==> config.mk <==
export PLATFORM = sky130hd
export DESIGN_NAME = addr_decoder
export DESIGN_NICKNAME = d
export VERILOG_FILES = /design/src/hw/snowbro2_pkg.sv /design/src/hw/addr_decoder.sv
export VERILOG_INCLUDE_DIRS = /design/src /design/src/hw
export SDC_FILE = /design/constraint.sdc
export NUM_CORES = 1
export LEC_CHECK = 0
export ABC_CLOCK_PERIOD_IN_PS = 900
export BUFFER_PORTS_ARGS = -buffer_cell sky130_fd_sc_hd__buf_4
export CAP_MARGIN = 0
export CORE_MARGIN = 2
export CORE_UTILIZATION = 38
export CTS_CLUSTER_DIAMETER = 200
export DETAILED_ROUTE_END_ITERATION = 10
export GPL_TIMING_DRIVEN = 0
export PLACE_DENSITY_LB_ADDON = 0.08
export SLEW_MARGIN = 20
export SYNTH_ARGS = -nofsm -noshare
export SYNTH_HDL_FRONTEND = slang
export SYNTH_SLANG_ARGS = --single-unit
==> constraint.sdc <==
create_clock -name clk96 -period 0.9 [get_ports clk96]
set_input_delay 0.225 -clock clk96 [delete_from_list [all_inputs] [get_ports clk96]]
set_output_delay 0.225 -clock clk96 [all_outputs]
set_load 0.02 [all_outputs]
==> src/hw/snowbro2_macros.svh <==
`ifndef SNOWBRO2_MACROS_SVH
`define SNOWBRO2_MACROS_SVH

// main cpu memory map, byte addresses
`define ROM_TOP      24'h07FFFF
`define RAM_BASE_HI  8'h10
`define GCU_BASE_HI  4'h3
`define PAL_BASE_HI  4'h4
`define IO_BASE_HI   12'h700

// io page offsets
`define IO_JMPR      12'h000
`define IO_DSWA      12'h004
`define IO_DSWB      12'h008
`define IO_IN1       12'h00C
`define IO_IN2       12'h010
`define IO_SYS       12'h01C

// gp9001 register offsets
`define GCU_PTR      4'h0
`define GCU_RAM_H    4'h4
`define GCU_RAM_L    4'h6
`define GCU_SEL      4'h8
`define GCU_REG      4'hC

`define RAM_AW       15   // 64kB work ram, in words
`define PAL_AW       11   // 4kB palette, in words
`define CEN_DIV      6    // 96 MHz down to 16 MHz

`endif

==> src/hw/snowbro2_pkg.sv <==
`default_nettype none

package snowbro2_pkg;

    // one 68k-style bus request, strobes active low
    typedef struct packed {
        logic        as_n;
        logic        rw;       // 1 = read
        logic        uds_n;
        logic        lds_n;
        logic [23:1] addr;     // word address
        logic [15:0] wdata;
    } bus_req_t;

    // registered region selects, at most one high
    typedef struct packed {
        logic rom;
        logic ram;
        logic pal;
        logic gcu;
        logic io;
    } region_sel_t;

    typedef struct packed {
        logic select_reg;
        logic write_reg;
        logic write_ram;
        logic read_ram_h;
        logic read_ram_l;
        logic set_ram_ptr;
    } gcu_op_t;

    // cabinet inputs, joysticks and buttons active high
    typedef struct packed {
        logic [9:0] joy1;
        logic [9:0] joy2;
        logic [1:0] start;
        logic [1:0] coin;
        logic       service;
        logic       test;
        logic [7:0] dipsw_a;
        logic [7:0] dipsw_b;
        logic [7:0] dipsw_c;
    } cab_in_t;

endpackage

`default_nettype wire

==> src/hw/addr_decoder.sv <==
`default_nettype none
`timescale 1ns/10ps

`include "snowbro2_macros.svh"

module addr_decoder import snowbro2_pkg::*; (
    input  wire logic     clk96,
    input  wire logic     reset96,
    input  wire bus_req_t gnt_req,
    output region_sel_t   sel,
    output logic [18:0]   rom_addr    // rom word address
);

    logic [23:0] byte_addr;

    assign byte_addr = {gnt_req.addr, 1'b0};    // easier to match the memory map

    always_ff @(posedge clk96 or posedge reset96) begin
        if (reset96) begin
            sel <= '0;
        end else if (!gnt_req.as_n) begin
            sel.rom <= byte_addr <= `ROM_TOP;                 // 000000-07FFFF
            sel.ram <= byte_addr[23:16] == `RAM_BASE_HI;      // 100000-10FFFF
            sel.gcu <= byte_addr[23:20] == `GCU_BASE_HI;      // 300000-30000D
            sel.pal <= byte_addr[23:20] == `PAL_BASE_HI;      // 400000-400FFF
            sel.io  <= byte_addr[23:12] == `IO_BASE_HI;       // 700000-700FFF
        end else begin
            sel <= '0;
        end
    end

    // rom address goes out together with the select
    always_ff @(posedge clk96) begin
        if (!gnt_req.as_n) begin
            rom_addr <= gnt_req.addr[19:1];
        end
    end

    a_sel_onehot: assert property (
        @(posedge clk96) disable iff (reset96)
        $onehot0(sel)
    );

endmodule

`default_nettype wire

==> summary.txt <==
DP Worst Slack -> -0.352 ns
Sw Share -> 23.0%
Number of synthesized flops with an enable pin -> 19
DIE AREA -> 0.00243 sq mm
Cell Int Power -> 0.00165 W
Number of distinct library cells after synthesis -> 12
Worst-margin pin slew -> 0.390 ns
Slowest cell on crit path -> edfxtp_1
Final WL -> 1540 um
Total global routing track utilization -> 13.6%
DR vias -> 523
Final Worst Setup Slack -> -0.187 ns
DRC Markers -> 0
Mapped Area -> 778 sq um
Synth top area cells -> edfxtp_1 (73%), dfrtp_1 (16%), nor4_1 (1.6%)
Violated checks -> setup timing
Layout cell share with drive strength beyond 1 -> 63.7%
Die width -> 49.3 um
Mapped Cells -> 37
Crit Path Max Fanout -> 1
Max stage delay on crit path -> 0.41 ns
Initial antenna violation count -> 0
Slew Limit Headroom -> 73.9%
H-tree levels -> 1
Setup violators final -> 25
Sequential Area -> 696 sq um
Vias in the first global route -> 560
Yosys warns -> 0
Max cap viols -> 0
Row Count -> 16
Die Ht -> 49.3 um
Clock network power share -> 21.1%
Sequential area share after synthesis -> 89.4%
VDD IR max -> 1040 uV
Hold Crit Class -> input pin to flop
Flop pwr share -> 61.0%
Num CTS Buffers -> 3
Critical path depth in cells -> 1
Io pins -> 69
Main flop type after synthesis -> edfxtp_1
DR WL/cell -> 13.0 um
Fmax achieved -> 920 MHz
PortBufs -> 49
Final period util -> 121%
Detailed Route Iter0 Violations -> 1
Worst setup EP type -> output port
Synthesized area per cell -> 21.0 sq um
Period minus WS final -> 1.09 ns
Worst hold slack -> 0.0839 ns
CTS max path bufs -> 2
Initial Util -> 40.1%
Root Buffer -> clkbuf_4
Placer Congestion -> 0.691
Critical path's top delay family -> flip-flops
Largest net degree at the start of global routing -> 20
Post-DP HPWL -> 1140 um
Combinational Power Share -> 17.9%
First-pass GRT wire length -> 2470 um
Leak pwr -> 0.584 nW
Async set-or-reset flop fraction in the synthesized netlist -> 20.8%
Most common cell in the netlist -> edfxtp_1
Multi-input logic area -> 101 sq um
Detail Route Antenna Nets -> 0
FILL cells -> 155
CTS sink count -> 24
Unrepaired setup endpoints after global routing -> yes
Via-to-Cell Ratio -> 4.43
Synth cell count leaders -> edfxtp_1 (19), dfrtp_1 (5), inv_1 (3)
Status -> finished, violations left
Synthesized net count -> 82
Nets -> 137
Crit path DAT -> 0.86 ns
Power per cell area -> 1580 mW/mm^2
Pre-antenna DRT Iters -> 2
Max-slew violation count -> 0
Final hold viol count -> 0
Synth area leader -> edfxtp_1
# diodes -> 0
Postcts setup bufs -> 0
Synth Register Bits -> 24
Area growth, synth to finish -> 74.1%
Crit-path cells -> buf_6
TritonCTS clock tree -> done
Psw -> 0.000495 W
Hold path cells -> 1
Core footprint -> 0.00194 sq mm
CP required -> 0.67 ns
Crit Path Category -> flop to output port
Buffers and inverters on the worst path -> 1
Setup crit start kind -> flop
Worst-path clk slew -> 0.13 ns
Top cell type's share of synthesized area -> 73.3%
Total gr overflow -> 0
final timing paths:
path	startpoint	endpoint	slack [ns]
min	gnt_req[29]	rom_addr[13]	0.08
min in group asynchronous	reset96	sel[0]	0.36
max	rom_addr[4]	rom_addr[4]	-0.19
max in group asynchronous	reset96	sel[3]	0.36
logic make-up after synthesis:
logic type | synth area share [%]
and+or+nand+nor | 9.16
buffers and inverters | 1.45
DFF | 89.4
power by group through the flow:
stage               clock network (W)  logic [W]  registers (W)
CTS                          0.000472   0.000371        0.00131
global placement                    0   0.000324        0.00132
global route                 0.000528   0.000404        0.00132
floorplan                           0  0.0000306        0.00141
detailed placement                  0   0.000330        0.00132
finish                       0.000454   0.000384        0.00131
flip-flops by register name, summed over array words and instances, names as in the netlist:
signal,count
rom_addr,19
sel,5
per-layer routing:
layer  vias to the layer above  track usage [%]  wire length [um]
met5                         -                0                 0
met4                         0             4.29                 0
met3                         0             3.99               120
met2                        26             25.9               892
met1                       246             14.0               522
li1                        251                -                 -
per-stage QoR:
stage	std cells	setup TNS [ns]	area, sq um	util, %	power [W]
global placement	113	-3.66	1190	61.3	0.00164
detailed placement	113	-4.02	1190	61.3	0.00165
finish	118	-3.96	1360	69.8	0.00215
floorplan	37	-0.331	788	-	0.00144
global route	118	-5.11	1360	69.8	0.00225
CTS	118	-4.19	1310	67.6	0.00215
timing repair:
item / CTS / global route
pin swaps: 2 / 2
endpoints found under the hold margin: 5 / 0
hold buffers: 1 / 0
resized for setup: 23 / 8
endpoints found under the setup margin: 26 / 26
cell type report:
type / count / share of cell area [%]
well taps: 27 / 2.49
multi-input cells: 10 / 7.48
flip-flops and latches: 24 / 51.3
repair buffers: 50 / 35.6
inverters: 3 / 1.11
clock inverters: 1 / 0.277
clock buffers: 3 / 1.66
cells in the final DEF (no fill, tap or decap):
cell           synthesis  layout
or4_4                  1       2
buf_6                  0      28
nor4_4                 0       2
dlygate4sd3_1          0       1
clkinv_1               0       1
clkinvlp_4             0       1
clkbuf_4               0       3
or3b_4                 0       1
nor3_1                 1       1
inv_1                  3       2
or3_1                  1       1
dfrtp_1                5       5
buf_4                  0      21
edfxtp_1              19      19
nand2_1                1       1
nor4_1                 2       1
nor2_1                 1       1
(Power assumes the default switching activity.)
