$ cat config.mk
export PLATFORM = sky130hd
export DESIGN_NAME = io_ports
export DESIGN_NICKNAME = d
export VERILOG_FILES = /design/src/hw/snowbro2_pkg.sv /design/src/hw/io_ports.sv
export VERILOG_INCLUDE_DIRS = /design/src /design/src/hw
export SDC_FILE = /design/constraint.sdc
export NUM_CORES = 1
export LEC_CHECK = 0
export ABC_AREA = 1
export ABC_CLOCK_PERIOD_IN_PS = 800
export BUFFER_PORTS_ARGS = -buffer_cell sky130_fd_sc_hd__buf_2
export CAP_MARGIN = 20
export CORE_AREA = 2 2 81 83
export DETAILED_ROUTE_END_ITERATION = 10
export DIE_AREA = 0 0 83 85
export MAX_ROUTING_LAYER = met4
export PLACE_DENSITY_LB_ADDON = 0.1
export SETUP_SLACK_MARGIN = 0.5
export SLEW_MARGIN = 30
export SYNTH_ARGS = -nofsm -noshare
export SYNTH_HDL_FRONTEND = slang
export SYNTH_SLANG_ARGS = --single-unit
$ cat constraint.sdc
create_clock -name clk96 -period 0.8 [get_ports clk96]
set_clock_uncertainty 0.15 [all_clocks]
set_input_delay 0.12 -clock clk96 [delete_from_list [all_inputs] [get_ports clk96]]
set_output_delay 0.12 -clock clk96 [all_outputs]
set_load 0.01 [all_outputs]
$ cat src/hw/snowbro2_macros.svh
`ifndef SNOWBRO2_MACROS_SVH
`define SNOWBRO2_MACROS_SVH

// main cpu memory map, byte addresses
`define ROM_TOP      24'h07FFFF
`define RAM_BASE_HI  8'h10
`define GCU_BASE_HI  4'h3
`define PAL_BASE_HI  4'h4
`define IO_BASE_HI   12'h700

// io page offsets
`define IO_JMPR      12'h000
`define IO_DSWA      12'h004
`define IO_DSWB      12'h008
`define IO_IN1       12'h00C
`define IO_IN2       12'h010
`define IO_SYS       12'h01C

// gp9001 register offsets
`define GCU_PTR      4'h0
`define GCU_RAM_H    4'h4
`define GCU_RAM_L    4'h6
`define GCU_SEL      4'h8
`define GCU_REG      4'hC

`define RAM_AW       15   // 64kB work ram, in words
`define PAL_AW       11   // 4kB palette, in words
`define CEN_DIV      6    // 96 MHz down to 16 MHz

`endif

$ cat src/hw/snowbro2_pkg.sv
`default_nettype none

package snowbro2_pkg;

    // one 68k-style bus request, strobes active low
    typedef struct packed {
        logic        as_n;
        logic        rw;       // 1 = read
        logic        uds_n;
        logic        lds_n;
        logic [23:1] addr;     // word address
        logic [15:0] wdata;
    } bus_req_t;

    // registered region selects, at most one high
    typedef struct packed {
        logic rom;
        logic ram;
        logic pal;
        logic gcu;
        logic io;
    } region_sel_t;

    typedef struct packed {
        logic select_reg;
        logic write_reg;
        logic write_ram;
        logic read_ram_h;
        logic read_ram_l;
        logic set_ram_ptr;
    } gcu_op_t;

    // cabinet inputs, joysticks and buttons active high
    typedef struct packed {
        logic [9:0] joy1;
        logic [9:0] joy2;
        logic [1:0] start;
        logic [1:0] coin;
        logic       service;
        logic       test;
        logic [7:0] dipsw_a;
        logic [7:0] dipsw_b;
        logic [7:0] dipsw_c;
    } cab_in_t;

endpackage

`default_nettype wire

$ cat src/hw/io_ports.sv
`default_nettype none
`timescale 1ns/10ps

`include "snowbro2_macros.svh"

module io_ports import snowbro2_pkg::*; (
    input  wire logic        clk96,
    input  wire logic        reset96,
    input  wire bus_req_t    gnt_req,
    input  wire region_sel_t sel,
    input  wire cab_in_t     cab,
    input  wire logic [8:0]  v,
    input  wire logic        hsync,
    input  wire logic        vsync,
    input  wire logic        fblank,
    input  wire logic [15:0] rom_data,
    input  wire logic [15:0] gp9001_dout,
    input  wire logic [15:0] ram_q,
    input  wire logic [15:0] pal_q,
    output logic      [15:0] din,
    output logic      [15:0] video_status
);

    logic [11:0] io_off;
    logic [7:0]  p1_byte;
    logic [7:0]  p2_byte;
    logic [7:0]  sys_byte;
    logic [15:0] rd_mux;

    assign io_off = {gnt_req.addr[11:1], 1'b0};

    // board inputs are active low
    assign p1_byte = {2'b00, ~cab.joy1[5], ~cab.joy1[4], ~cab.joy1[0],
                      ~cab.joy1[1], ~cab.joy1[2], ~cab.joy1[3]};
    assign p2_byte = {2'b00, ~cab.joy2[5], ~cab.joy2[4], ~cab.joy2[0],
                      ~cab.joy2[1], ~cab.joy2[2], ~cab.joy2[3]};
    assign sys_byte = {1'b0, ~cab.start[1], ~cab.start[0], ~cab.coin[1],
                       ~cab.coin[0], ~cab.test, 1'b0, ~cab.service};

    // vertical count reads as ff past line 255
    assign video_status = {hsync, vsync, 5'b11111, fblank,
                           (v < 9'd256) ? v[7:0] : 8'hFF};

    always_comb begin
        rd_mux = 16'h0000;
        if (gnt_req.rw) begin
            if (sel.rom) begin
                rd_mux = rom_data;
            end else if (sel.ram) begin
                rd_mux = ram_q;
            end else if (sel.pal) begin
                rd_mux = pal_q;
            end else if (sel.gcu) begin
                rd_mux = gp9001_dout;
            end else if (sel.io) begin
                case (io_off)
                    `IO_JMPR: rd_mux = {2{cab.dipsw_c}};
                    `IO_DSWA: rd_mux = {2{cab.dipsw_a}};
                    `IO_DSWB: rd_mux = {2{cab.dipsw_b}};
                    `IO_IN1:  rd_mux = {2{p1_byte}};
                    `IO_IN2:  rd_mux = {2{p2_byte}};
                    `IO_SYS:  rd_mux = {cab.dipsw_c, sys_byte};
                    default:  rd_mux = 16'h0000;
                endcase
            end
        end
    end

    // settles well before dtack goes low
    always_ff @(posedge clk96 or posedge reset96) begin
        if (reset96) begin
            din <= 16'h0000;
        end else begin
            din <= rd_mux;
        end
    end

endmodule

`default_nettype wire

==> impl_metrics.json, run 1 <==
{
  "track_usage_pct": 20.1,
  "drt-initial-drc-count": 54,
  "fmax_ghz": 0.695,
  "dpl.cell_count": 567,
  "path_delay_family": "simple AND/OR/NAND/NOR gates",
  "die_h_um": 85,
  "slew_viol_final": 0,
  "endpoint_kind": "register",
  "setup_slack_ns": -0.639,
  "drv_cap": 0,
  "status": "finished, violations left",
  "ys_types": 24,
  "tns_ns": -13.02,
  "path_max_fanout": 4,
  "area_growth_pct": 84.8,
  "clock-sinks": 16,
  "synth_top_cell_by_area": "dfrtp_1",
  "crit_start": "gnt_req[24]",
  "violations": "hold timing, setup timing",
  "synth_top_area_share_pct": 21.4,
  "grt_overflow": 0,
  "arrival_ns": 1.47,
  "ys_async_sr_fraction_pct": 100,
  "cp-start-kind": "primary input",
  "power_density_nw_per_um2": 802,
  "cts_tree": "built",
  "synth.avg_cell_area_um2": 5.78,
  "fin_crit_ns": 1.44,
  "whs_ns": -0.307,
  "min_path_type": "in -> async",
  "netlist_instances": 324,
  "cts_buffers": 3,
  "top_register": "din",
  "cts_buffer_depth": 2,
  "final_antenna_net_count": 0,
  "drc": 0,
  "dieArea_um2": 7060,
  "critical_path_depth": 12,
  "num_rows": 29,
  "endpoint": "din[9]",
  "crit_type": "in -> reg",
  "first_pass_iters": 4,
  "grt_max_degree": 17,
  "final.period_utilization_pct": 180,
  "setup_viol": 40,
  "io_pins": 208,
  "top_regs": "din x16",
  "cts.htree.levels": 1,
  "grt_pass1_wl_um": 11500,
  "gp_congestion": 0.870,
  "wirelength_um": 7450,
  "finalNonFillerCells": 577,
  "power_mw": 2.78,
  "cts_root_buffer": "clkbuf_8",
  "slowest_delay_ns": 0.17,
  "crit_buf_inv": 3,
  "cp.required_ns": 0.83,
  "rsz0062_at_grt": "true",
  "synth_edf_count": 0,
  "dp_slack_ns": -0.904,
  "yosysSeqAreaShare_pct": 21.4,
  "synth_area_um2": 1870,
  "cp_slowest_cell": "nor2_4",
  "die_x_um": 83,
  "drive_above_1_share_pct": 56.3,
  "start_util_pct": 30.2,
  "portBuffers": 157,
  "synthFlopType": "dfrtp_1",
  "vias": 2706,
  "synthTopCellsByArea": "dfrtp_1 21%, nand2_1 13%, a21oi_1 13%",
  "cts.clk_slew.worst_paths_ns": 0.06,
  "layout.nets": 676,
  "ys_warn_count": 0,
  "avgRoutedWirePerCell_um": 12.9,
  "core_area_um2": 6200,
  "grt_pass1_vias": 2531,
  "via_per_inst": 4.69,
  "hold_viol": 16,
  "largest_reg_flops": 16,
  "ir_worst_vdd_uv": 762,
  "synth_seq_cells": 16,
  "dpl.hpwl_um": 5860,
  "dpl_cell_area_um2": 2930,
  "crit_chain": "buf_6, nor2_4, nand2_2, nor2_4, buf_12, buf_16, nand2_1, o21ai_1, nor2_1, nor2_2, o21ai_1, a21oi_1",
  "final_area_um2": 3460,
  "p_leak_nw": 1.80,
  "antenna_found_initial": 1
}
-- logic make-up (layout without fill, tap and decap cells) --
family	Yosys count	count (layout)	share of synthesized area (%)
buf+inv	48	219	12.6
other cells	1	6	0.200
compound gates	79	79	21.1
flops	16	16	21.4
simple gates	180	180	44.7
-- cell usage after synthesis (3+ instances only) --
library cell,number
nand2_1,63
nor2_1,50
a21oi_1,47
nand3_1,38
o21ai_0,20
dfrtp_1,16
inv_1,15
clkbuf_1,12
o21ai_1,12
buf_4,8
or2_2,8
inv_2,7
nand3b_1,6
nor2_4,5
nand2_2,4
buf_6,3
nor2_2,3
-- worst min path at each step --
stage / slack, ns / cells past startpoint / endpoint / startpoint
floorplan: -0.20 / 1 / din[0] / reset96
CTS: -0.30 / 2 / din[9] / reset96
global route: -0.28 / 2 / din[9] / reset96
detailed placement: -0.03 / 2 / din[9] / reset96
finish: -0.31 / 2 / din[9] / reset96
global placement: -0.03 / 2 / din[9] / reset96
-- stage by stage --
| step | utilization, % | hold slack (ns) |
|---|---|---|
| finish | 55.8 | -0.307 |
| global route | 55.8 | -0.278 |
| CTS | 52.6 | -0.297 |
| detailed placement | 47.2 | -0.0269 |
| global placement | 47.2 | -0.0293 |
| floorplan | - | -0.203 |
-- final cells by class --
class | instances | area, µm²
Antenna cell | 1 | 2.50
Clock buffer | 4 | 55.1
Fill cell | 652 | 2740
Inverter | 24 | 96.3
Multi-Input combinational cell | 264 | 1520
Sequential cell | 16 | 400
Tap cell | 77 | 96.3
Timing Repair Buffer | 190 | 1280
Timing Repair inverter | 1 | 7.51
-- per-layer routing --
metal,up-vias,global-route usage [%],share of wire [%]
li1,1401,-,-
met1,1189,24.6,42
met2,108,35.1,50
met3,8,2.92,6.6
met4,0,4.77,1.2
met5,-,-,0
-- placed cells by master (no fill, tap or decap) --
| cell | Yosys | layout |
|---|---|---|
| nor2_4 | 5 | 8 |
| a21oi_1 | 47 | 34 |
| nand3_1 | 38 | 27 |
| or2_0 | 1 | 1 |
| inv_1 | 15 | 13 |
| diode_2 | 0 | 1 |
| inv_2 | 7 | 8 |
| o21ai_1 | 12 | 6 |
| nand2_1 | 63 | 47 |
| clkbuf_8 | 0 | 4 |
| nand3_4 | 0 | 1 |
| buf_6 | 3 | 23 |
| a21oi_2 | 0 | 13 |
| or2_4 | 0 | 8 |
| buf_2 | 1 | 135 |
| nor2_2 | 3 | 5 |
| dfrtp_1 | 16 | 16 |
| clkinv_1 | 1 | 1 |
| buf_4 | 8 | 24 |
| nand3_2 | 1 | 11 |
| clkinvlp_4 | 0 | 2 |
| o21ai_2 | 0 | 7 |
| buf_16 | 0 | 2 |
| buf_8 | 0 | 1 |
| buf_12 | 0 | 5 |
| nand2_2 | 4 | 18 |
| nand2_8 | 0 | 1 |
| nand2_4 | 1 | 2 |
| o21ai_4 | 0 | 2 |
| o21ai_0 | 20 | 17 |
| conb_1 | 1 | 5 |
| nor2_1 | 50 | 45 |
| nand3b_1 | 6 | 6 |
| inv_4 | 1 | 1 |
-- where the power goes --
part	internal (mW)	switching, mW	total (mW)
Combinational	0.605	0.571	1.18
Sequential	0.867	0.0167	0.884
Clock	0.437	0.281	0.718
Total	1.91	0.868	2.78
-- repair_timing --
item / in CTS / in global routing
gates resized for setup: 41 / 51
endpoints found under the setup margin: 43 / 43
gates cloned: 3 / 0
setup buffers: 1 / 1
pin swaps: 16 / 28
endpoints found under the hold margin: 16 / 16
No activity file was read; power rests on OpenSTA's default activity.
==> run 2: changes to the inputs <==
--- a/config.mk
+++ b/config.mk
@@ -12,4 +12,5 @@
 export CAP_MARGIN = 20
 export CORE_AREA = 2 2 81 83
+export CTS_CLUSTER_DIAMETER = 200
 export DETAILED_ROUTE_END_ITERATION = 10
 export DIE_AREA = 0 0 83 85
--- a/constraint.sdc
+++ b/constraint.sdc
@@ -3,3 +3,3 @@
 set_input_delay 0.12 -clock clk96 [delete_from_list [all_inputs] [get_ports clk96]]
 set_output_delay 0.12 -clock clk96 [all_outputs]
-set_load 0.01 [all_outputs]
+set_load 0.02 [all_outputs]
==> run 2 against run 1 <==
Against the previous run: routed wire length shrank 2.5%; critical path depth grew 2; clock power grew 0.8%; power grew 4.4%; the run still ends with hold timing, setup timing left.
==> impl_metrics.json, run 2 (synthesis results as in run 1) <==
{
  "status": "finished, violations left",
  "violations": "hold timing, setup timing",
  "grt_pass1_wl_um": 11300,
  "path_max_fanout": 13,
  "start_util_pct": 30.2,
  "crit_type": "in -> reg",
  "slew_viol_final": 0,
  "cts.htree.levels": 1,
  "top_register": "din",
  "endpoint_kind": "register",
  "via_per_inst": 4.68,
  "cp.required_ns": 0.83,
  "rsz0062_at_grt": "true",
  "drc": 0,
  "final_area_um2": 3350,
  "final_common_cell": "buf_2",
  "io_pins": 208,
  "cts_root_buffer": "clkbuf_8",
  "die_x_um": 83,
  "portBuffers": 157,
  "arrival_ns": 1.39,
  "cts_tree": "built",
  "tns_ns": -12.34,
  "dpl.hpwl_um": 5830,
  "track_usage_pct": 19.9,
  "num_rows": 29,
  "hold_viol": 16,
  "wirelength_um": 7260,
  "cts_buffers": 3,
  "antennaDiodeCount": 0,
  "setup_slack_ns": -0.554,
  "top_regs": "din x16",
  "layout.nets": 670,
  "crit_start": "gnt_req[21]",
  "final_antenna_net_count": 0,
  "largest_reg_flops": 16,
  "dieArea_um2": 7060,
  "vias": 2669,
  "fillCellCount": 639,
  "drv_cap": 0,
  "fin_crit_ns": 1.35,
  "dpl_cell_area_um2": 2920,
  "whs_ns": -0.311,
  "fmax_ghz": 0.739,
  "core_area_um2": 6200,
  "antenna_found_initial": 0,
  "ir_worst_vdd_uv": 770,
  "grt_pass1_vias": 2528,
  "grt_max_degree": 18,
  "grt_overflow": 0,
  "avgRoutedWirePerCell_um": 12.7,
  "die_h_um": 85,
  "cts_buffer_depth": 2,
  "cp-start-kind": "primary input",
  "clock-sinks": 16,
  "final.period_utilization_pct": 169,
  "first_pass_iters": 4,
  "final_cell_mix": "120 x buf_2, 57 x nand2_1, 47 x nor2_1",
  "cts.clk_slew.worst_paths_ns": 0.06,
  "power_density_nw_per_um2": 867,
  "gp_congestion": 0.855,
  "drt-initial-drc-count": 70,
  "area_growth_pct": 78.6,
  "min_path_type": "in -> async",
  "p_leak_nw": 1.77,
  "drive_above_1_share_pct": 48.9,
  "setup_viol": 40
}
run 2: critical path: stages:
cell and delay, ns:
buf_6 0.10, nor2_4 0.09, nand2_2 0.07, nor2_4 0.14
buf_12 0.15, buf_12 0.12, nand3b_1 0.10, o21ai_1 0.09
inv_1 0.05, nand2_1 0.06, nand2_1 0.05, nand2_1 0.06
nand2_1 0.06, a21oi_2 0.12
run 2: power by group:
group,switching [mW],internal [mW]
logic,0.616,0.662
clock network,0.287,0.437
registers,0.0304,0.868
total,0.933,1.97
run 2: per-layer routing:
| metal | vias to the layer above | track usage, % | share of wire [%] |
|---|---|---|---|
| met2 | 116 | 33.5 | 50 |
| met5 | - | - | 0 |
| met4 | 0 | 6.86 | 1.9 |
| li1 | 1391 | - | - |
| met3 | 14 | 3.89 | 6.8 |
| met1 | 1148 | 23.9 | 42 |
run 2: path summary, 6_finish.rpt:
check                          end  slack (ns)
min in group clk96         din[15]        0.01
min                        din[11]       -0.31
max                         din[3]       -0.55
max in group asynchronous   din[7]        0.58
run 2: metrics by stage:
step                worst slack [ns]  utilization [%]  instances  power (mW)
finish                        -0.554             53.9        570        2.90
global route                  -0.686             53.9        570        3.06
CTS                           -0.567             52.2        569        2.86
detailed placement            -0.882             47.0        562        1.99
global placement              -0.867             47.0        562        1.98
floorplan                     -0.570                -        328        1.45
run 2: layout make-up:
class / count / area [µm²] / area share, %
clock buffers: 4 / 55.1 / 1.65
inverters: 24 / 96.3 / 2.88
multi-input cells: 264 / 1360 / 40.6
flip-flops and latches: 16 / 400 / 12.0
well taps: 77 / 96.3 / 2.88
repair buffers: 184 / 1330 / 39.8
repair inverters: 1 / 7.51 / 0.224
run 2: what timing repair did:
action,in CTS,in global routing
buffers inserted,1,0
pin swaps,8,4
resized for setup,65,20
endpoints found under the hold margin,16,16
endpoints found under the setup margin,43,43
cloned,2,1
