### src/hw/snowbro2_macros.svh
`ifndef SNOWBRO2_MACROS_SVH
`define SNOWBRO2_MACROS_SVH

// main cpu memory map, byte addresses
`define ROM_TOP      24'h07FFFF
`define RAM_BASE_HI  8'h10
`define GCU_BASE_HI  4'h3
`define PAL_BASE_HI  4'h4
`define IO_BASE_HI   12'h700

// io page offsets
`define IO_JMPR      12'h000
`define IO_DSWA      12'h004
`define IO_DSWB      12'h008
`define IO_IN1       12'h00C
`define IO_IN2       12'h010
`define IO_SYS       12'h01C

// gp9001 register offsets
`define GCU_PTR      4'h0
`define GCU_RAM_H    4'h4
`define GCU_RAM_L    4'h6
`define GCU_SEL      4'h8
`define GCU_REG      4'hC

`define RAM_AW       15   // 64kB work ram, in words
`define PAL_AW       11   // 4kB palette, in words
`define CEN_DIV      6    // 96 MHz down to 16 MHz

`endif

### src/hw/snowbro2_pkg.sv
`default_nettype none

package snowbro2_pkg;

    // one 68k-style bus request, strobes active low
    typedef struct packed {
        logic        as_n;
        logic        rw;       // 1 = read
        logic        uds_n;
        logic        lds_n;
        logic [23:1] addr;     // word address
        logic [15:0] wdata;
    } bus_req_t;

    // registered region selects, at most one high
    typedef struct packed {
        logic rom;
        logic ram;
        logic pal;
        logic gcu;
        logic io;
    } region_sel_t;

    typedef struct packed {
        logic select_reg;
        logic write_reg;
        logic write_ram;
        logic read_ram_h;
        logic read_ram_l;
        logic set_ram_ptr;
    } gcu_op_t;

    // cabinet inputs, joysticks and buttons active high
    typedef struct packed {
        logic [9:0] joy1;
        logic [9:0] joy2;
        logic [1:0] start;
        logic [1:0] coin;
        logic       service;
        logic       test;
        logic [7:0] dipsw_a;
        logic [7:0] dipsw_b;
        logic [7:0] dipsw_c;
    } cab_in_t;

endpackage

`default_nettype wire

### src/hw/dtack_gen.sv
`default_nettype none
`timescale 1ns/10ps

`include "snowbro2_macros.svh"

module dtack_gen import snowbro2_pkg::*; (
    input  wire logic        clk96,
    input  wire logic        reset96,
    input  wire logic        as_n,
    input  wire region_sel_t sel,
    input  wire logic        rom_ok,
    input  wire logic        gp9001_ack,
    output logic             cen16,
    output logic             cen16b,
    output logic             dtack_n
);

    localparam int DIV = `CEN_DIV;

    logic [2:0] div_cnt;
    logic [1:0] as_cnt;     // cycles since AS fell, saturates at 3
    logic       busy;
    logic       dtack_ok;

    // cpu clock enables, cen16b half a cpu clock after cen16
    always_ff @(posedge clk96 or posedge reset96) begin
        if (reset96) begin
            div_cnt <= '0;
            cen16   <= 1'b0;
            cen16b  <= 1'b0;
        end else begin
            div_cnt <= (div_cnt == 3'(DIV - 1)) ? 3'd0 : div_cnt + 3'd1;
            cen16   <= div_cnt == 3'd0;
            cen16b  <= div_cnt == 3'(DIV / 2);
        end
    end

    always_ff @(posedge clk96 or posedge reset96) begin
        if (reset96) begin
            as_cnt <= '0;
        end else if (as_n) begin
            as_cnt <= '0;
        end else if (as_cnt != 2'd3) begin
            as_cnt <= as_cnt + 2'd1;
        end
    end

    // rom and gp9001 hold the cycle off until they answer
    assign busy     = (sel.rom & ~rom_ok) | (sel.gcu & ~gp9001_ack);
    assign dtack_ok = cen16 & (as_cnt == 2'd3) & (|sel) & ~busy;

    always_ff @(posedge clk96 or posedge reset96) begin
        if (reset96) begin
            dtack_n <= 1'b1;
        end else if (as_n) begin
            dtack_n <= 1'b1;    // cycle over
        end else if (dtack_ok) begin
            dtack_n <= 1'b0;
        end
    end

    a_dtack_needs_sel: assert property (
        @(posedge clk96) disable iff (reset96)
        !dtack_n |-> |sel
    );

endmodule

`default_nettype wire

### config.mk
export PLATFORM = sky130hd
export DESIGN_NAME = dtack_gen
export DESIGN_NICKNAME = d
export VERILOG_FILES = /design/src/hw/snowbro2_pkg.sv /design/src/hw/dtack_gen.sv
export VERILOG_INCLUDE_DIRS = /design/src /design/src/hw
export SDC_FILE = /design/constraint.sdc
export NUM_CORES = 1
export LEC_CHECK = 0
export BUFFER_PORTS_ARGS = -buffer_cell sky130_fd_sc_hd__buf_2
export CAP_MARGIN = 10
export CORE_AREA = 2 2 39 41
export CTS_CLUSTER_SIZE = 8
export DETAILED_ROUTE_END_ITERATION = 10
export DIE_AREA = 0 0 41 43
export HOLD_SLACK_MARGIN = 0.02
export PLACE_DENSITY = 0.56
export SETUP_SLACK_MARGIN = 0.15
export SYNTH_ARGS = -nofsm -noshare
export SYNTH_HDL_FRONTEND = slang
export SYNTH_SLANG_ARGS = --single-unit
### constraint.sdc
create_clock -name clk96 -period 2.8 [get_ports clk96]
set_clock_uncertainty 0.15 [all_clocks]
set_input_delay 0.14 -clock clk96 [delete_from_list [all_inputs] [get_ports clk96]]
set_output_delay 0.14 -clock clk96 [all_outputs]
set_load 0.05 [all_outputs]
==> impl_metrics.py, run 1 <==
metrics = {
    "global_route": {
        "grt_usage_pct": 7.54,
        "antenna_found_initial": 0,
        "grt_pass1_vias": 214,
        "grt_max_degree": 9,
        "grt_first_pass_wirelength_um": 821,
        "grt-ovfl-total": 0,
    },
    "clocking": {
        "numCtsBuffers": 3,
        "cts_buffer_depth": 2,
        "clkTransAtPathRegs_ns": 0.05,
        "htreeDepth": 1,
        "ctsResizeCount": 0,
        "cts_tree": "done",
        "clock_sinks": 8,
        "cts_root_buf": "clkbuf_4",
        "clk_latency_ns": 0.25,
    },
    "final_layout": {
        "drive_gt1_share_pct": 34.0,
        "final_cell_mix": "buf_2 (12), dfrtp_1 (7), inv_1 (5), nor2_1 (3), clkbuf_4 (3)",
        "area_growth_pct": 37.8,
        "final_common_cell": "buf_2",
        "final_net_count": 60,
        "n_antenna_cell": 0,
        "stdcell_count": 63,
    },
    "timing": {
        "period_minus_slack_ns": 1.33,
        "period_share_pct": 47.4,
        "finalWorstSetupSlack_ns": 1.47,
        "fin_tns_setup_ns": 0,
        "worst_pin_slew_ns": 0.283,
        "hold_violations": 0,
        "finalSetupViolCount": 0,
        "relSlewSlack_pct": 81.1,
        "drv_slew": 0,
        "rsz0062_at_grt": "false",
        "fmax_mhz": 754,
    },
    "power": {
        "switching_share_pct": 22.2,
        "p_leak_nw": 0.237,
        "p_per_area_mw_per_mm2": 539,
        "netSwitchingPower_w": 0.0000551,
        "seq_power_share_pct": 50.6,
        "p_comb_share_pct": 12.2,
        "clkPwrFrac_pct": 37.2,
        "ir_worst_vdd_uv": 183,
        "internal_power_w": 0.000193,
    },
    "hold_path": {
        "hp-class": "primary input to register",
        "hold_depth": 3,
    },
    "worst_setup_path": {
        "worstReg2RegEnd": "dtack_n$_DFFE_PP1P_",
        "worstPathCellList": "buf_2",
        "end_kind": "output port",
        "path_class": "register to output port",
        "worst_ep_arrival_time_ns": 1.04,
        "path_buf_inv": 1,
        "rr_worst_depth": 3,
        "worstPathRequired_ns": 2.51,
        "slowest_stage": "dfstp_2",
        "crit_path_end": "dtack_n",
        "critPathLaunch": "dtack_n$_DFFE_PP1P_",
        "critPathTopFamily": "flip-flops",
        "critical_path_cell_count": 1,
        "r2r_start": "as_cnt[0]$_DFFE_PP0P_",
        "max_stage_delay_ns": 0.53,
        "r2r_slack_ns": 1.51,
        "startpoint_type": "register",
        "path_max_fanout": 3,
    },
    "place": {
        "dp_slack_ns": 1.51,
        "hpwl_um": 433,
        "place_inst": 57,
        "io_buffers": 12,
        "gp_congestion": 0.653,
    },
    "floorplanning": {
        "core_mm2": 0.00138,
        "die_h_um": 43,
        "rows": 14,
        "die-area_mm2": 0.00176,
        "chipWidth_um": 41,
        "initial_core_util_pct": 24.1,
        "io_pins": 13,
    },
    "logic_synthesis": {
        "seq_area_frac_synth_pct": 60.3,
        "synthesis.nets": 41,
        "netlist.area_leader.share_pct": 52.4,
        "yosys-top-cells-area": "dfrtp_1 (52%), dfstp_2 (7.9%), ha_1 (7.5%)",
        "ys_ff_latch": 8,
        "ys_types": 15,
        "yosysWarnings": 0,
        "synth_area_um2": 334,
        "yosys.area.top_type": "dfrtp_1",
        "synthCells": 29,
        "syn_area_per_cell_um2": 11.5,
    },
    "status": {
        "status": "finished clean",
    },
    "routing": {
        "routed_wl_um": 553,
        "drc_errors": 0,
        "detail_route.wl_per_cell_um": 8.78,
        "drtAntennaViolNets": 0,
        "vias_per_cell": 4.00,
        "dr.pass1.iters": 1,
        "via_count": 252,
        "drt-initial-drc-count": 0,
    },
    "run": {
        "maxCapViolations": 0,
    },
}
==> state kept, by name (all words and copies together), names as in the netlist <==
signal / cells
cen16: 1
cen16b: 1
dtack_n: 1
div_cnt: 3
as_cnt: 2
==> what timing repair did <==
item,4_1_cts,5_1_grt
hold buffers,2,0
endpoints found under the hold margin,11,0
buffers inserted,0,0
==> metal layers <==
metal	routed length [um]	track usage [%]	vias up
met5	0	0	-
met1	263	8.45	104
met3	53	3.14	2
met2	221	9.69	13
met4	14	8.00	0
li1	-	-	133
==> cells in the mapped netlist <==
| master | number |
|---|---|
| a221o_1 | 1 |
| nor3b_1 | 1 |
| inv_1 | 5 |
| nand3_1 | 1 |
| mux2i_1 | 1 |
| xor2_1 | 1 |
| ha_1 | 2 |
| nor3_1 | 2 |
| dfstp_2 | 1 |
| a31oi_1 | 1 |
| o2111ai_1 | 1 |
| dfrtp_1 | 7 |
| o21ai_0 | 1 |
| nor2_1 | 3 |
| nand2b_1 | 1 |
==> power groups by stage <==
stage          Combinational [W]  Clock (W)  Sequential [W]
2_1_floorplan          0.0000184          0        0.000127
5_1_grt                0.0000365   0.000105        0.000126
6_report               0.0000302  0.0000924        0.000126
3_5_place_dp           0.0000290          0        0.000128
3_3_place_gp           0.0000276          0        0.000127
4_1_cts                0.0000313  0.0000971        0.000126
==> layout make-up <==
type | instances | area, um2
clock buffer | 4 | 26.3
inverter | 5 | 18.8
timing repair buffer | 14 | 80.1
sequential | 8 | 201
fill | 146 | 923
multi-input combinational | 16 | 114
tap | 16 | 20.0
==> kinds of logic (layout without fill, tap and decap cells) <==
family / count (synthesis) / count (layout) / share of synthesized area, %
AO/OA/AOI/OAI: 4 / 4 / 8.99
XOR/XNOR: 1 / 1 / 2.62
adder cells (fa/ha/maj): 2 / 2 / 7.49
buffers and inverters: 5 / 23 / 5.62
flip-flops: 8 / 8 / 60.3
multiplexers: 1 / 1 / 3.00
AND/OR/NAND/NOR: 8 / 8 / 12.0
==> how the worst min path moves through the flow <==
stage / slack [ns] / end / startpoint
floorplan: -0.20 / as_cnt[0]$_DFFE_PP0P_ / reset96
detailed placement: -0.06 / as_cnt[1]$_DFFE_PP0P_ / reset96
global route: 0.15 / dtack_n$_DFFE_PP1P_ / sel[3]
global placement: -0.06 / as_cnt[1]$_DFFE_PP0P_ / reset96
CTS: 0.15 / dtack_n$_DFFE_PP1P_ / sel[3]
finish: 0.15 / dtack_n$_DFFE_PP1P_ / sel[3]
==> stage by stage <==
stage               utilization (%)  area, um2  power (W)  hold slack, ns
CTS                            33.3        460   0.000254           0.148
floorplan                         -        334   0.000146          -0.195
finish                         33.3        460   0.000248           0.152
detailed placement             29.9        414   0.000157         -0.0554
global route                   33.3        460   0.000268           0.152
global placement               29.9        414   0.000155         -0.0553
Power figures use the tool's default switching activity.
==> inputs of run 2 (changes only) <==
- ABC_AREA: default -> 1
- PLACE_DENSITY: 0.56 -> 0.58
- clock period: 2.8 -> 1.26 ns (I/O delays scaled with it)
==> run 2 against run 1 <==
Compared with the run above:
- first-iteration DRC count up 2
- utilization rose by 9.4 points
- sequential share of layout area down 9.4 points
- largest power group unchanged
- setup slack got worse by 1.4 ns
- non-clock buffer count increased by 8
- synthesized cell count is 52% higher
- critical endpoint is now div_cnt[2]$_DFF_PP0_
- sequential cell count is the same
- largest cell class unchanged
- die area stayed put
- global-route usage grew 2.9 points
- design area up 28%
- routed wire length rose by 41%
==> impl_metrics.py, run 2 <==
metrics = {
    "status": {
        "status": "finished clean",
    },
    "logic_synthesis": {
        "syn_area_per_cell_um2": 8.25,
        "seq_area_frac_synth_pct": 55.5,
        "synthCells": 44,
        "async_reset_ff_share_pct": 100,
        "synth_common_cells": "inv_1 (11), nand2_1 (10), nor2_1 (8), dfrtp_1 (7)",
        "yosys.area.top_type": "dfrtp_1",
        "yosysWarnings": 0,
        "synth_area_um2": 363,
        "ys_types": 10,
        "synthesis.nets": 56,
        "ys.flop_type": "dfrtp_1",
        "yosys-top-cells-area": "dfrtp_1 (48%), inv_1 (11%), nand2_1 (10%)",
        "synth-edff-count": 0,
        "ys_ff_latch": 8,
        "netlist.area_leader.share_pct": 48.3,
        "post-synth-top-count-cell": "inv_1",
    },
    "floorplanning": {
        "rows": 14,
        "initial_core_util_pct": 26.2,
        "core_mm2": 0.00138,
        "io_pins": 13,
        "die_h_um": 43,
        "chipWidth_um": 41,
        "die-area_mm2": 0.00176,
    },
    "final_layout": {
        "final_cell_mix": "buf_2 (11), inv_1 (10), nand2_1 (10), nor2_1 (8), dlygate4sd3_1 (8)",
        "postLayoutCoreUtil_pct": 42.7,
        "largest_reg_flops": 3,
        "top_regs": "div_cnt x3, as_cnt x2",
        "multiInputGateArea_um2": 135,
        "seq_area_um2": 203,
        "fillers": 135,
        "final_common_cell": "buf_2",
        "drive_gt1_share_pct": 31.4,
        "largest-register": "div_cnt",
        "n_antenna_cell": 0,
        "final_net_count": 83,
        "area_growth_pct": 62.8,
    },
    "hold_path": {
        "hold_start": "gp9001_ack",
        "whs_endpoint": "dtack_n$_DFFE_PP1P_",
        "hp-class": "primary input to register",
        "hold_depth": 8,
    },
    "worst_setup_path": {
        "worst_ep_arrival_time_ns": 1.15,
        "rr_worst_depth": 5,
        "slowest_stage": "dfrtp_1",
        "r2r_start": "div_cnt[1]$_DFF_PP0_",
        "worstPathCellList": "nand2_1, inv_2, ha_4, o21bai_1, inv_1",
        "startpoint_type": "register",
        "worstPathRequired_ns": 1.26,
        "end_kind": "register",
        "path_max_fanout": 2,
        "r2r_slack_ns": 0.11,
        "worstReg2RegEnd": "div_cnt[2]$_DFF_PP0_",
        "max_stage_delay_ns": 0.38,
        "path_class": "register to register",
    },
    "routing": {
        "vias_per_cell": 4.02,
        "drt-initial-drc-count": 2,
        "via_count": 346,
        "dr.pass1.iters": 3,
        "detail_route.wl_per_cell_um": 9.08,
        "drc_errors": 0,
        "routed_wl_um": 781,
        "drtAntennaViolNets": 0,
    },
    "power": {
        "p_leak_nw": 0.329,
        "p_per_area_mw_per_mm2": 953,
        "ir_worst_vdd_uv": 564,
        "p_total_w": 0.000563,
    },
    "timing": {
        "hold_slack_ns": 0.0830,
        "rsz0062_at_grt": "true",
        "fmax_mhz": 868,
        "relSlewSlack_pct": 79.7,
        "hold_violations": 0,
        "fin_tns_setup_ns": 0,
        "finalSetupViolCount": 0,
        "period_minus_slack_ns": 1.15,
        "period_share_pct": 91.4,
        "drv_slew": 0,
        "worst_pin_slew_ns": 0.304,
    },
    "clocking": {
        "clkTransAtPathRegs_ns": 0.06,
        "cts_root_buf": "clkbuf_4",
        "clock_sinks": 8,
        "numCtsBuffers": 3,
        "htreeDepth": 1,
        "cts_buffer_depth": 2,
        "clk_latency_ns": 0.25,
        "cts_tree": "done",
    },
    "place": {
        "io_buffers": 12,
        "gp_congestion": 0.629,
        "hpwl_um": 485,
    },
    "global_route": {
        "grt_max_degree": 9,
        "grt_pass1_vias": 348,
        "antenna_found_initial": 0,
        "grt_usage_pct": 10.5,
        "grt_first_pass_wirelength_um": 1170,
        "grt-ovfl-total": 0,
    },
    "run": {
        "maxCapViolations": 0,
    },
}
[run 2: changes by cell type after synthesis, moves of 2 or more]
cell,change
nor2_1,+5
nand2_1,+10
inv_1,+6
nor3_1,-2
[run 2: worst max-delay path by stage]
stage / from / endpoint / slack (ns)
CTS: div_cnt[0]$_DFF_PP0_ / div_cnt[2]$_DFF_PP0_ / 0.1
global route: as_cnt[0]$_DFFE_PP0P_ / dtack_n$_DFFE_PP1P_ / -0.003
detailed placement: div_cnt[1]$_DFF_PP0_ / div_cnt[2]$_DFF_PP0_ / 0.11
global placement: as_cnt[0]$_DFFE_PP0P_ / as_cnt[1]$_DFFE_PP0P_ / 0.12
floorplan: div_cnt[0]$_DFF_PP0_ / div_cnt[2]$_DFF_PP0_ / 0.16
finish: div_cnt[1]$_DFF_PP0_ / div_cnt[2]$_DFF_PP0_ / 0.11
[run 2: timing repair]
item / CTS / global route
buffers inserted: 1 / 1
hold buffers: 8 / 0
endpoints found under the hold margin: 11 / 0
endpoints found under the setup margin: 5 / 6
pin swaps: 0 / 3
gates resized for setup: 4 / 3
[run 2: kinds of logic after synthesis]
group / share of synthesized area [%]
flops: 55.5
buf+inv: 11.4
simple gates: 20.0
fa+ha+maj: 6.90
compound gates: 6.21
[run 2: final cells by class]
type,count,area share (%)
inverters,11,6.99
flip-flops and latches,8,34.3
repair buffers,22,28.0
well taps,16,3.39
clock buffers,4,4.45
multi-input cells,25,22.9
[run 2: worst max-delay path: cells and delay by family (launching register included)]
kind            cells  cell delay (ns)
compound gates      1             0.09
fa+ha+maj           1             0.25
buf+inv             2             0.10
flops               1             0.38
simple gates        1             0.08
[run 2: routing by layer]
metal,global-route usage [%],up-vias,part of all wire [%]
li1,-,180,-
met1,9.09,148,38
met2,17.2,14,52
met3,3.14,4,6.9
met4,10.0,0,3.2
met5,0,-,0
[run 2: power by group]
group	switching, W	internal (W)
Combinational	0.0000336	0.0000438
Clock	0.0000869	0.000121
Sequential	0.00000776	0.000270
Total	0.000128	0.000434
[run 2: stage by stage]
stage | cell area (um2) | cells | worst slack, ns
floorplan | 364 | 44 | 0.162
global placement | 444 | 72 | 0.120
detailed placement | 444 | 72 | 0.109
CTS | 567 | 85 | 0.0955
global route | 591 | 86 | -0.00345
finish | 591 | 86 | 0.108
